===== src/source/btac_pkg.sv =====
package btac_pkg;

  // ~~~~~~~~~~~~~~~~~~~~~~~~~~~~~~~~~~~~~~~~~~~~~~~~~~~~~~~~~~
  // Widths
  // ~~~~~~~~~~~~~~~~~~~~~~~~~~~~~~~~~~~~~~~~~~~~~~~~~~~~~~~~~~

  // Instruction address, also used as the BTB tag.
  typedef logic [31:0] address_t;

  // Two bit saturating prediction counter.
  typedef logic [1:0] counter_t;

  // ~~~~~~~~~~~~~~~~~~~~~~~~~~~~~~~~~~~~~~~~~~~~~~~~~~~~~~~~~~
  // Counter encoding
  // ~~~~~~~~~~~~~~~~~~~~~~~~~~~~~~~~~~~~~~~~~~~~~~~~~~~~~~~~~~

  // Upper bit set means predict taken.
  localparam counter_t counter_strong_not   = 2'd0;
  localparam counter_t counter_weak_not     = 2'd1;  // Reset value.
  localparam counter_t counter_weak_taken   = 2'd2;
  localparam counter_t counter_strong_taken = 2'd3;

  // ~~~~~~~~~~~~~~~~~~~~~~~~~~~~~~~~~~~~~~~~~~~~~~~~~~~~~~~~~~
  // Fetch
  // ~~~~~~~~~~~~~~~~~~~~~~~~~~~~~~~~~~~~~~~~~~~~~~~~~~~~~~~~~~

  // Fall-through step between sequential instructions.
  localparam address_t instruction_bytes = 32'd4;

endpackage


===== src/source/branch_history_table.sv =====
`timescale 1ns/100ps

module branch_history_table #(
  parameter int bht_depth = 64,
  localparam int bht_index_width = $clog2(bht_depth)
) (
  input  logic                       clock,
  input  logic                       reset,

  // Lookup port.
  input  logic [bht_index_width-1:0] read_index,
  output btac_pkg::counter_t         read_counter,

  // Training port.
  input  logic                       update_enable,
  input  logic [bht_index_width-1:0] update_index,
  input  logic                       update_taken
);

  // ~~~~~~~~~~~~~~~~~~~~~~~~~~~~~~~~~~~~~~~~~~~~~~~~~~~~~~~~~~
  // Counter array
  // ~~~~~~~~~~~~~~~~~~~~~~~~~~~~~~~~~~~~~~~~~~~~~~~~~~~~~~~~~~

  btac_pkg::counter_t counter_array [bht_depth];
  btac_pkg::counter_t update_counter;
  btac_pkg::counter_t next_counter;

  assign update_counter = counter_array[update_index];

  // Saturating step of the addressed counter.
  always_comb begin
    next_counter = update_counter;
    if (update_taken) begin
      if (update_counter != btac_pkg::counter_strong_taken) begin
        next_counter = update_counter + 2'd1;
      end
    end else begin
      if (update_counter != btac_pkg::counter_strong_not) begin
        next_counter = update_counter - 2'd1;
      end
    end
  end

  always_ff @(posedge clock) begin
    if (!reset) begin
      for (int i = 0; i < bht_depth; i++) begin
        counter_array[i] <= btac_pkg::counter_weak_not;
      end
    end else if (update_enable) begin
      counter_array[update_index] <= next_counter;  // Read-modify-write.
    end
  end

  assign read_counter = counter_array[read_index];

  // ~~~~~~~~~~~~~~~~~~~~~~~~~~~~~~~~~~~~~~~~~~~~~~~~~~~~~~~~~~
  // Checks
  // ~~~~~~~~~~~~~~~~~~~~~~~~~~~~~~~~~~~~~~~~~~~~~~~~~~~~~~~~~~

  // Updated counter stays a valid encoding.
  counter_in_range: assert property (
    @(posedge clock) disable iff (!reset)
    update_enable |=> !$isunknown(counter_array[$past(update_index)])
  ) else $error("BHT counter left range after update");

endmodule


===== src/source/branch_predictor.sv =====
`timescale 1ns/100ps

module branch_predictor #(
  parameter int btb_depth = 16,
  parameter int bht_depth = 64
) (
  input  logic               clock,
  input  logic               reset,

  // Fetch side.
  input  logic               fetch_valid,
  input  btac_pkg::address_t fetch_pc,
  input  logic               flush,
  output logic               pred_valid,
  output logic               pred_taken,
  output btac_pkg::address_t pred_target,

  // Execute side.
  input  logic               resolve_valid,
  input  btac_pkg::address_t resolve_pc,
  input  logic               resolve_taken,
  input  btac_pkg::address_t resolve_target,
  input  logic               resolve_pred_taken,
  input  btac_pkg::address_t resolve_pred_target,
  output logic               miss,
  output btac_pkg::address_t miss_addr
);

  localparam int btb_index_width = $clog2(btb_depth);
  localparam int bht_index_width = $clog2(bht_depth);

  // ~~~~~~~~~~~~~~~~~~~~~~~~~~~~~~~~~~~~~~~~~~~~~~~~~~~~~~~~~~
  // Array wiring
  // ~~~~~~~~~~~~~~~~~~~~~~~~~~~~~~~~~~~~~~~~~~~~~~~~~~~~~~~~~~

  logic [btb_index_width-1:0] btb_read_index;
  logic                       btb_valid;
  btac_pkg::address_t         btb_tag;
  btac_pkg::address_t         btb_target;
  logic                       btb_write_enable;
  logic [btb_index_width-1:0] btb_write_index;
  btac_pkg::address_t         btb_write_tag;
  btac_pkg::address_t         btb_write_target;

  logic [bht_index_width-1:0] bht_read_index;
  btac_pkg::counter_t         bht_counter;
  logic                       bht_update_enable;
  logic [bht_index_width-1:0] bht_update_index;
  logic                       bht_update_taken;

  fetch_predict_stage #(
    .btb_depth (btb_depth),
    .bht_depth (bht_depth)
  ) fetch_stage (
    .clock          (clock),
    .reset          (reset),
    .fetch_valid    (fetch_valid),
    .fetch_pc       (fetch_pc),
    .flush          (flush),
    .btb_read_index (btb_read_index),
    .btb_valid      (btb_valid),
    .btb_tag        (btb_tag),
    .btb_target     (btb_target),
    .bht_read_index (bht_read_index),
    .bht_counter    (bht_counter),
    .pred_valid     (pred_valid),
    .pred_taken     (pred_taken),
    .pred_target    (pred_target)
  );

  branch_target_buffer #(
    .btb_depth (btb_depth)
  ) btb (
    .clock        (clock),
    .reset        (reset),
    .read_index   (btb_read_index),
    .read_valid   (btb_valid),
    .read_tag     (btb_tag),
    .read_target  (btb_target),
    .write_enable (btb_write_enable),
    .write_index  (btb_write_index),
    .write_tag    (btb_write_tag),
    .write_target (btb_write_target)
  );

  branch_history_table #(
    .bht_depth (bht_depth)
  ) bht (
    .clock         (clock),
    .reset         (reset),
    .read_index    (bht_read_index),
    .read_counter  (bht_counter),
    .update_enable (bht_update_enable),
    .update_index  (bht_update_index),
    .update_taken  (bht_update_taken)
  );

  resolve_update_stage #(
    .btb_depth (btb_depth),
    .bht_depth (bht_depth)
  ) resolve_stage (
    .clock               (clock),
    .reset               (reset),
    .resolve_valid       (resolve_valid),
    .resolve_pc          (resolve_pc),
    .resolve_taken       (resolve_taken),
    .resolve_target      (resolve_target),
    .resolve_pred_taken  (resolve_pred_taken),
    .resolve_pred_target (resolve_pred_target),
    .miss                (miss),
    .miss_addr           (miss_addr),
    .btb_write_enable    (btb_write_enable),
    .btb_write_index     (btb_write_index),
    .btb_write_tag       (btb_write_tag),
    .btb_write_target    (btb_write_target),
    .bht_update_enable   (bht_update_enable),
    .bht_update_index    (bht_update_index),
    .bht_update_taken    (bht_update_taken)
  );

endmodule


===== src/source/branch_target_buffer.sv =====
`timescale 1ns/100ps

module branch_target_buffer #(
  parameter int btb_depth = 16,
  localparam int btb_index_width = $clog2(btb_depth)
) (
  input  logic                       clock,
  input  logic                       reset,

  // Lookup port.
  input  logic [btb_index_width-1:0] read_index,
  output logic                       read_valid,
  output btac_pkg::address_t         read_tag,
  output btac_pkg::address_t         read_target,

  // Training port.
  input  logic                       write_enable,
  input  logic [btb_index_width-1:0] write_index,
  input  btac_pkg::address_t         write_tag,
  input  btac_pkg::address_t         write_target
);

  // ~~~~~~~~~~~~~~~~~~~~~~~~~~~~~~~~~~~~~~~~~~~~~~~~~~~~~~~~~~
  // Storage
  // ~~~~~~~~~~~~~~~~~~~~~~~~~~~~~~~~~~~~~~~~~~~~~~~~~~~~~~~~~~

  logic [btb_depth-1:0] valid_bits;
  btac_pkg::address_t   tag_array    [btb_depth];
  btac_pkg::address_t   target_array [btb_depth];

  // Reset clears the valid bits and a write sets one.
  always_ff @(posedge clock) begin
    if (!reset) begin
      valid_bits <= '0;
    end else if (write_enable) begin
      valid_bits[write_index] <= 1'b1;
    end
  end

  always_ff @(posedge clock) begin
    if (write_enable) begin
      tag_array[write_index]    <= write_tag;
      target_array[write_index] <= write_target;
    end
  end

  // ~~~~~~~~~~~~~~~~~~~~~~~~~~~~~~~~~~~~~~~~~~~~~~~~~~~~~~~~~~
  // Read
  // ~~~~~~~~~~~~~~~~~~~~~~~~~~~~~~~~~~~~~~~~~~~~~~~~~~~~~~~~~~

  // Same-cycle read for the lookup stage.
  assign read_valid  = valid_bits[read_index];
  assign read_tag    = tag_array[read_index];
  assign read_target = target_array[read_index];

  // ~~~~~~~~~~~~~~~~~~~~~~~~~~~~~~~~~~~~~~~~~~~~~~~~~~~~~~~~~~
  // Checks
  // ~~~~~~~~~~~~~~~~~~~~~~~~~~~~~~~~~~~~~~~~~~~~~~~~~~~~~~~~~~

  // An unknown strobe would corrupt the valid bits.
  write_enable_known: assert property (
    @(posedge clock) disable iff (!reset)
    !$isunknown(write_enable)
  ) else $error("BTB write_enable is unknown");

endmodule


===== src/source/fetch_predict_stage.sv =====
`timescale 1ns/100ps

module fetch_predict_stage #(
  parameter int btb_depth = 16,
  parameter int bht_depth = 64,
  localparam int btb_index_width = $clog2(btb_depth),
  localparam int bht_index_width = $clog2(bht_depth)
) (
  input  logic                       clock,
  input  logic                       reset,

  // From fetch.
  input  logic                       fetch_valid,
  input  btac_pkg::address_t         fetch_pc,
  input  logic                       flush,

  // Target buffer lookup.
  output logic [btb_index_width-1:0] btb_read_index,
  input  logic                       btb_valid,
  input  btac_pkg::address_t         btb_tag,
  input  btac_pkg::address_t         btb_target,

  // History table lookup.
  output logic [bht_index_width-1:0] bht_read_index,
  input  btac_pkg::counter_t         bht_counter,

  // Prediction, one cycle after fetch_valid.
  output logic                       pred_valid,
  output logic                       pred_taken,
  output btac_pkg::address_t         pred_target
);

  // ~~~~~~~~~~~~~~~~~~~~~~~~~~~~~~~~~~~~~~~~~~~~~~~~~~~~~~~~~~
  // Lookup
  // ~~~~~~~~~~~~~~~~~~~~~~~~~~~~~~~~~~~~~~~~~~~~~~~~~~~~~~~~~~

  logic               btb_hit;
  logic               direction_taken;
  logic               lookup_taken;
  btac_pkg::address_t fall_through;
  btac_pkg::address_t lookup_target;

  // Word aligned indices.
  assign btb_read_index = fetch_pc[btb_index_width+1:2];
  assign bht_read_index = fetch_pc[bht_index_width+1:2];

  // Full pc as tag avoids aliasing.
  assign btb_hit         = btb_valid && (btb_tag == fetch_pc);
  assign direction_taken = bht_counter[1];

  // Taken needs a target, so no hit means not taken.
  assign lookup_taken  = btb_hit && direction_taken;
  assign fall_through  = fetch_pc + btac_pkg::instruction_bytes;
  assign lookup_target = lookup_taken ? btb_target : fall_through;

  // ~~~~~~~~~~~~~~~~~~~~~~~~~~~~~~~~~~~~~~~~~~~~~~~~~~~~~~~~~~
  // Output register
  // ~~~~~~~~~~~~~~~~~~~~~~~~~~~~~~~~~~~~~~~~~~~~~~~~~~~~~~~~~~

  always_ff @(posedge clock) begin
    if (!reset) begin
      pred_valid <= 1'b0;
    end else begin
      pred_valid <= fetch_valid && !flush;  // Flush drops this lookup.
    end
  end

  always_ff @(posedge clock) begin
    if (fetch_valid) begin
      pred_taken  <= lookup_taken;
      pred_target <= lookup_target;
    end
  end

endmodule


===== src/source/resolve_update_stage.sv =====
`timescale 1ns/100ps

module resolve_update_stage #(
  parameter int btb_depth = 16,
  parameter int bht_depth = 64,
  localparam int btb_index_width = $clog2(btb_depth),
  localparam int bht_index_width = $clog2(bht_depth)
) (
  input  logic                       clock,
  input  logic                       reset,

  // Resolved branch from execute.
  input  logic                       resolve_valid,
  input  btac_pkg::address_t         resolve_pc,
  input  logic                       resolve_taken,
  input  btac_pkg::address_t         resolve_target,
  input  logic                       resolve_pred_taken,
  input  btac_pkg::address_t         resolve_pred_target,

  // Redirect to fetch.
  output logic                       miss,
  output btac_pkg::address_t         miss_addr,

  // Target buffer training.
  output logic                       btb_write_enable,
  output logic [btb_index_width-1:0] btb_write_index,
  output btac_pkg::address_t         btb_write_tag,
  output btac_pkg::address_t         btb_write_target,

  // History table training.
  output logic                       bht_update_enable,
  output logic [bht_index_width-1:0] bht_update_index,
  output logic                       bht_update_taken
);

  // ~~~~~~~~~~~~~~~~~~~~~~~~~~~~~~~~~~~~~~~~~~~~~~~~~~~~~~~~~~
  // Compare against prediction
  // ~~~~~~~~~~~~~~~~~~~~~~~~~~~~~~~~~~~~~~~~~~~~~~~~~~~~~~~~~~

  logic               direction_wrong;
  logic               target_wrong;
  logic               mispredict;
  btac_pkg::address_t redirect_addr;

  assign direction_wrong = resolve_taken != resolve_pred_taken;
  // Right direction but stale target.
  assign target_wrong    = resolve_taken && resolve_pred_taken &&
                           (resolve_target != resolve_pred_target);
  assign mispredict      = direction_wrong || target_wrong;

  assign redirect_addr = resolve_taken ? resolve_target
                                       : resolve_pc + btac_pkg::instruction_bytes;

  // ~~~~~~~~~~~~~~~~~~~~~~~~~~~~~~~~~~~~~~~~~~~~~~~~~~~~~~~~~~
  // Registered outputs
  // ~~~~~~~~~~~~~~~~~~~~~~~~~~~~~~~~~~~~~~~~~~~~~~~~~~~~~~~~~~

  always_ff @(posedge clock) begin
    if (!reset) begin
      miss              <= 1'b0;
      btb_write_enable  <= 1'b0;
      bht_update_enable <= 1'b0;
    end else begin
      miss              <= resolve_valid && mispredict;
      btb_write_enable  <= resolve_valid && resolve_taken;  // Only taken branches.
      bht_update_enable <= resolve_valid;
    end
  end

  always_ff @(posedge clock) begin
    if (resolve_valid) begin
      miss_addr        <= redirect_addr;
      btb_write_index  <= resolve_pc[btb_index_width+1:2];
      btb_write_tag    <= resolve_pc;
      btb_write_target <= resolve_target;
      bht_update_index <= resolve_pc[bht_index_width+1:2];
      bht_update_taken <= resolve_taken;
    end
  end

  // ~~~~~~~~~~~~~~~~~~~~~~~~~~~~~~~~~~~~~~~~~~~~~~~~~~~~~~~~~~
  // Checks
  // ~~~~~~~~~~~~~~~~~~~~~~~~~~~~~~~~~~~~~~~~~~~~~~~~~~~~~~~~~~

  // Redirect belongs to the resolve of the previous cycle.
  miss_after_resolve: assert property (
    @(posedge clock) disable iff (!reset)
    miss |-> $past(resolve_valid)
  ) else $error("miss raised without a resolve one cycle earlier");

endmodule


===== config.mk =====
export PLATFORM = sky130hd
export DESIGN_NAME = branch_predictor
export DESIGN_NICKNAME = d
export VERILOG_FILES = /design/src/source/btac_pkg.sv /design/src/source/branch_history_table.sv /design/src/source/branch_predictor.sv /design/src/source/branch_target_buffer.sv /design/src/source/fetch_predict_stage.sv /design/src/source/resolve_update_stage.sv
export SDC_FILE = /design/constraint.sdc
export NUM_CORES = 2
export LEC_CHECK = 0
export BUFFER_PORTS_ARGS = -buffer_cell sky130_fd_sc_hd__buf_4
export CAP_MARGIN = 10
export CELL_PAD_IN_SITES_DETAIL_PLACEMENT = 1
export CELL_PAD_IN_SITES_GLOBAL_PLACEMENT = 2
export CORE_ASPECT_RATIO = 1.2
export CORE_MARGIN = 4
export CORE_UTILIZATION = 50
export DETAILED_ROUTE_END_ITERATION = 6
export PLACE_DENSITY_LB_ADDON = 0.1
export SLEW_MARGIN = 40
export SYNTH_ARGS = -nofsm -noshare
export SYNTH_HDL_FRONTEND = slang
export SYNTH_SLANG_ARGS = --single-unit

===== constraint.sdc =====
create_clock -name clock -period 13.7 [get_ports clock]
set_input_delay 0 -clock clock [delete_from_list [all_inputs] [get_ports clock]]
set_output_delay 0 -clock clock [all_outputs]
set_load 0.1 [all_outputs]

==> parameters.txt <==
Parameter                              Value

Outcome
  Result of the run    completed

Finish
  Layout Area Growth over Synthesis    16.5%
  Final standard cell count with taps included and fillers excluded    4622
  Nets    3258
  Most common cell after layout, fill and taps aside    sky130_fd_sc_hd__edfxtp_1
  Ratio of cells with drive above 1 in the final layout    0.267
  Most frequent cells in the layout    sky130_fd_sc_hd__edfxtp_1, sky130_fd_sc_hd__mux4_2, sky130_fd_sc_hd__buf_4

Worst setup path
  Data required time of the worst path    14200 ps
  WP data arrival    5060 ps
  Sort of element at the start of the critical path    primary input
  Setup CP Type    primary input to flop
  Type of destination of the critical path    flop
  Top fanout value on the critical path    60

STA
  Setup TNS    0 ps
  Final Cycle Share    0.333
  Worst Tran Pin Value    887 ps
  Unrepaired setup endpoints after global routing    false
  Max Freq    between 0.2 and 0.25 GHz
  Fin crit period    4560 ps
  Headroom to the max-slew limit    0.408
  Final count of hold timing violations    0
  Final number of setup-violating endpoints    0
  Pins over their slew limit    0
  Worst-case clock skew    28.7 ps

Place
  HPWL reported at the end of detailed placement    97400 um
  Number of input and output port buffers inserted    201
  Routability-driven placement congestion ratio    0.852
  Cell count after placement    4244

Logic synthesis
  Yosys warning total    0
  Fraction of synthesized cell area taken by the top area cell type    0.721
  Post-synth EDFFs    1282
  Mean post-synth cell area    19.4 um2
  Cell types with the largest area share after synthesis    sky130_fd_sc_hd__edfxtp_1, sky130_fd_sc_hd__mux4_2, sky130_fd_sc_hd__mux2i_1
  Commonest register cell after synthesis    sky130_fd_sc_hd__edfxtp_1
  Area leader, netlist    sky130_fd_sc_hd__edfxtp_1
  Synthesized net count    2889
  Yosys cell types    75
  Synth Cell Area    53400 um2
  Number of synthesized register bits    between 1000 and 1500
  Fraction of registers with async set/reset    0
  Portion of the post-synthesis area used by sequential elements    0.731
  Cell count after synthesis    2751

Clock network
  Largest buffer count on any clock path    3
  Clock insertion delay at the later pin of the skew report    a little under 800 ps
  # H-tree levels    4
  TritonCTS Sinks    between 1000 and 1500
  CTS buffer count    134
  Clock root buffer master    sky130_fd_sc_hd__clkbuf_16
  CTS tree    done
  CTS clock-pin slew for the worst setup and hold paths    60 ps
  Resize count post-CTS    0

Drt
  Total number of vias    29100
  Post-DR vias/cell    approximately 6.3
  Number of antenna-violating nets in the routed design    0
  First DRT Iteration DRCs    3141
  Iteration count of the initial detailed-routing pass    5
  Remaining DRCs    0
  Post-Route WL    160000 um
  Post-DR wirelength/cell    34.6 um

Global routing
  Total GRT Usage    0.289
  Pin count of the biggest net entering global routing    69
  Via count of the first global-routing pass    30900
  Initial antenna violation count    6
  First-pass GRT wire length    229000 um
  Leftover overflow at the end of global routing    0

Power and ir drop
  Cell leakage power    between 0.02 and 0.025 uW
  Power density cells    143 nW/um2
  VDD IR max    133 uV
  Final Total Pwr    8920 uW

Hold path
  Hold WC Path Type    primary input to flop

Floorplan
  IO Pins    around 200
  Number of rows created at floorplan    131
  Die Y    366 um
  Chip Width    306 um
  Effective utilization at floorplan    0.503
  Full die area    roughly 110000 um2
  Core footprint    106000 um2

Flow run
  MaxCap Viol Count    0
## final timing paths
| path | startpoint | endpoint | slack (ps) | cells after the start |
|---|---|---|---|---|
| worst max-delay path | fetch_pc[4] | fetch_stage.pred_target[13] | 9140 | 13 |
| worst min-delay path | resolve_target[23] | resolve_stage.btb_write_target[23] | 60 | 2 |
| worst max register to register | btb.tag_array[1][25] | fetch_stage.pred_target[13] | 9640 | 10 |
| worst min register to register | btb.valid_bits[14] | btb.valid_bits[14] | 460 | 1 |
## report_power, final
part	internal [uW]	leakage, uW	switching, uW	total [uW]
Combinational	253	0.00629	471	724
Clock	2100	0.00212	1520	3610
Sequential	4500	0.0118	82.3	4580
## sequential cells by signal, indices dropped and copies added, names as in the netlist, 5 cells and up, named ones only
| name | flops |
|---|---|
| resolve_stage.btb_write_target | 32 |
| btb.valid_bits | 16 |
| btb.tag_array | 512 |
| resolve_stage.bht_update_index | 5 |
| btb.target_array | 512 |
| bht.counter_array | 128 |
| resolve_stage.miss_addr | 32 |
| resolve_stage.btb_write_tag | 27 |
| fetch_stage.pred_target | 32 |
## kinds of logic after synthesis
family                   Yosys count  synth area share
AND/OR/NAND/NOR                  495            0.0438
XOR/XNOR                         115            0.0189
flip-flops                      1308             0.731
multiplexers                     455             0.163
AO/OA/AOI/OAI                    185            0.0230
adder cells (fa/ha/maj)            5           0.00110
buffers and inverters            188            0.0191
## worst max-delay path, cell delays in order
cell and delay [ps]:
sky130_fd_sc_hd__buf_6 410, sky130_fd_sc_hd__buf_6 610, sky130_fd_sc_hd__buf_4 760, sky130_fd_sc_hd__nor2_1 410, sky130_fd_sc_hd__a22o_1 350, sky130_fd_sc_hd__a221oi_2 220, sky130_fd_sc_hd__o22ai_1 120, sky130_fd_sc_hd__a211o_1 320
sky130_fd_sc_hd__nor4_2 460, sky130_fd_sc_hd__nand4_4 160, sky130_fd_sc_hd__buf_12 200, sky130_fd_sc_hd__mux2_4 310, sky130_fd_sc_hd__dlygate4sd3_1 570
## layer usage
| layer | vias up | track usage | routed length [um] | share of wire |
|---|---|---|---|---|
| met3 | 268 | 0.0549 | 11600 | 0.073 |
| met2 | 1272 | 0.485 | 81100 | 0.51 |
| met4 | 4 | 0.0967 | 5600 | 0.035 |
| li1 | 11900 | - | - | - |
| met1 | 15600 | 0.383 | 61500 | 0.38 |
| met5 | - | 0 | 22 | 0.00014 |
## cells in the mapped netlist (4+ instances only)
cell and instances:
sky130_fd_sc_hd__nand2_1 158, sky130_fd_sc_hd__nand2b_1 9, sky130_fd_sc_hd__nor3_1 43, sky130_fd_sc_hd__dfxtp_1 26, sky130_fd_sc_hd__nand4_1 22, sky130_fd_sc_hd__mux4_2 315
sky130_fd_sc_hd__or3_1 5, sky130_fd_sc_hd__a22o_1 7, sky130_fd_sc_hd__buf_1 9, sky130_fd_sc_hd__nand3b_1 4, sky130_fd_sc_hd__mux2i_1 86, sky130_fd_sc_hd__or2_2 5
sky130_fd_sc_hd__and2_1 7, sky130_fd_sc_hd__xnor2_1 79, sky130_fd_sc_hd__a221oi_1 4, sky130_fd_sc_hd__mux2_2 22, sky130_fd_sc_hd__a31oi_1 5, sky130_fd_sc_hd__nand3_1 90
sky130_fd_sc_hd__buf_4 15, sky130_fd_sc_hd__nor2_1 102, sky130_fd_sc_hd__nor4_1 5, sky130_fd_sc_hd__mux2_4 28, sky130_fd_sc_hd__o21a_1 17, sky130_fd_sc_hd__mux4_1 4
sky130_fd_sc_hd__a22oi_1 16, sky130_fd_sc_hd__a21oi_1 7, sky130_fd_sc_hd__buf_6 19, sky130_fd_sc_hd__o22ai_1 7, sky130_fd_sc_hd__and3_1 14, sky130_fd_sc_hd__edfxtp_1 1282
sky130_fd_sc_hd__buf_2 44, sky130_fd_sc_hd__xor2_1 36, sky130_fd_sc_hd__inv_1 15, sky130_fd_sc_hd__o21ai_0 82, sky130_fd_sc_hd__o311ai_0 5, sky130_fd_sc_hd__clkbuf_1 80
sky130_fd_sc_hd__nor2b_1 13
## per-stage QoR
step | hold WS, ps | setup slack (ps) | utilization | instance area [um2]
6_report | 60.1 | 9140 | 0.586 | 62200
5_1_grt | 11.0 | 8920 | 0.586 | 62200
4_1_cts | 0.745 | 9220 | 0.586 | 62200
3_5_place_dp | 162 | 8750 | 0.532 | 56500
3_3_place_gp | 159 | 7610 | 0.530 | 56300
2_1_floorplan | 72.0 | 9300 | - | 53400
## final cells by class
cell class / count / area, um2
multi-input combinational: 1255 / 13500
inverter: 17 / 65.1
timing repair buffer: 404 / 3540
clock inverter: 60 / 564
fill: 9202 / 44000
clock buffer: 181 / 3760
sequential: 1308 / 39000
tap: 1396 / 1750
antenna: 1 / 2.50
## repair_timing
action                    CTS  global route
hold endpoints to repair  251             0
setup buffers               0             0
hold buffers              136             0
No activity file was read; power rests on OpenSTA's default activity.
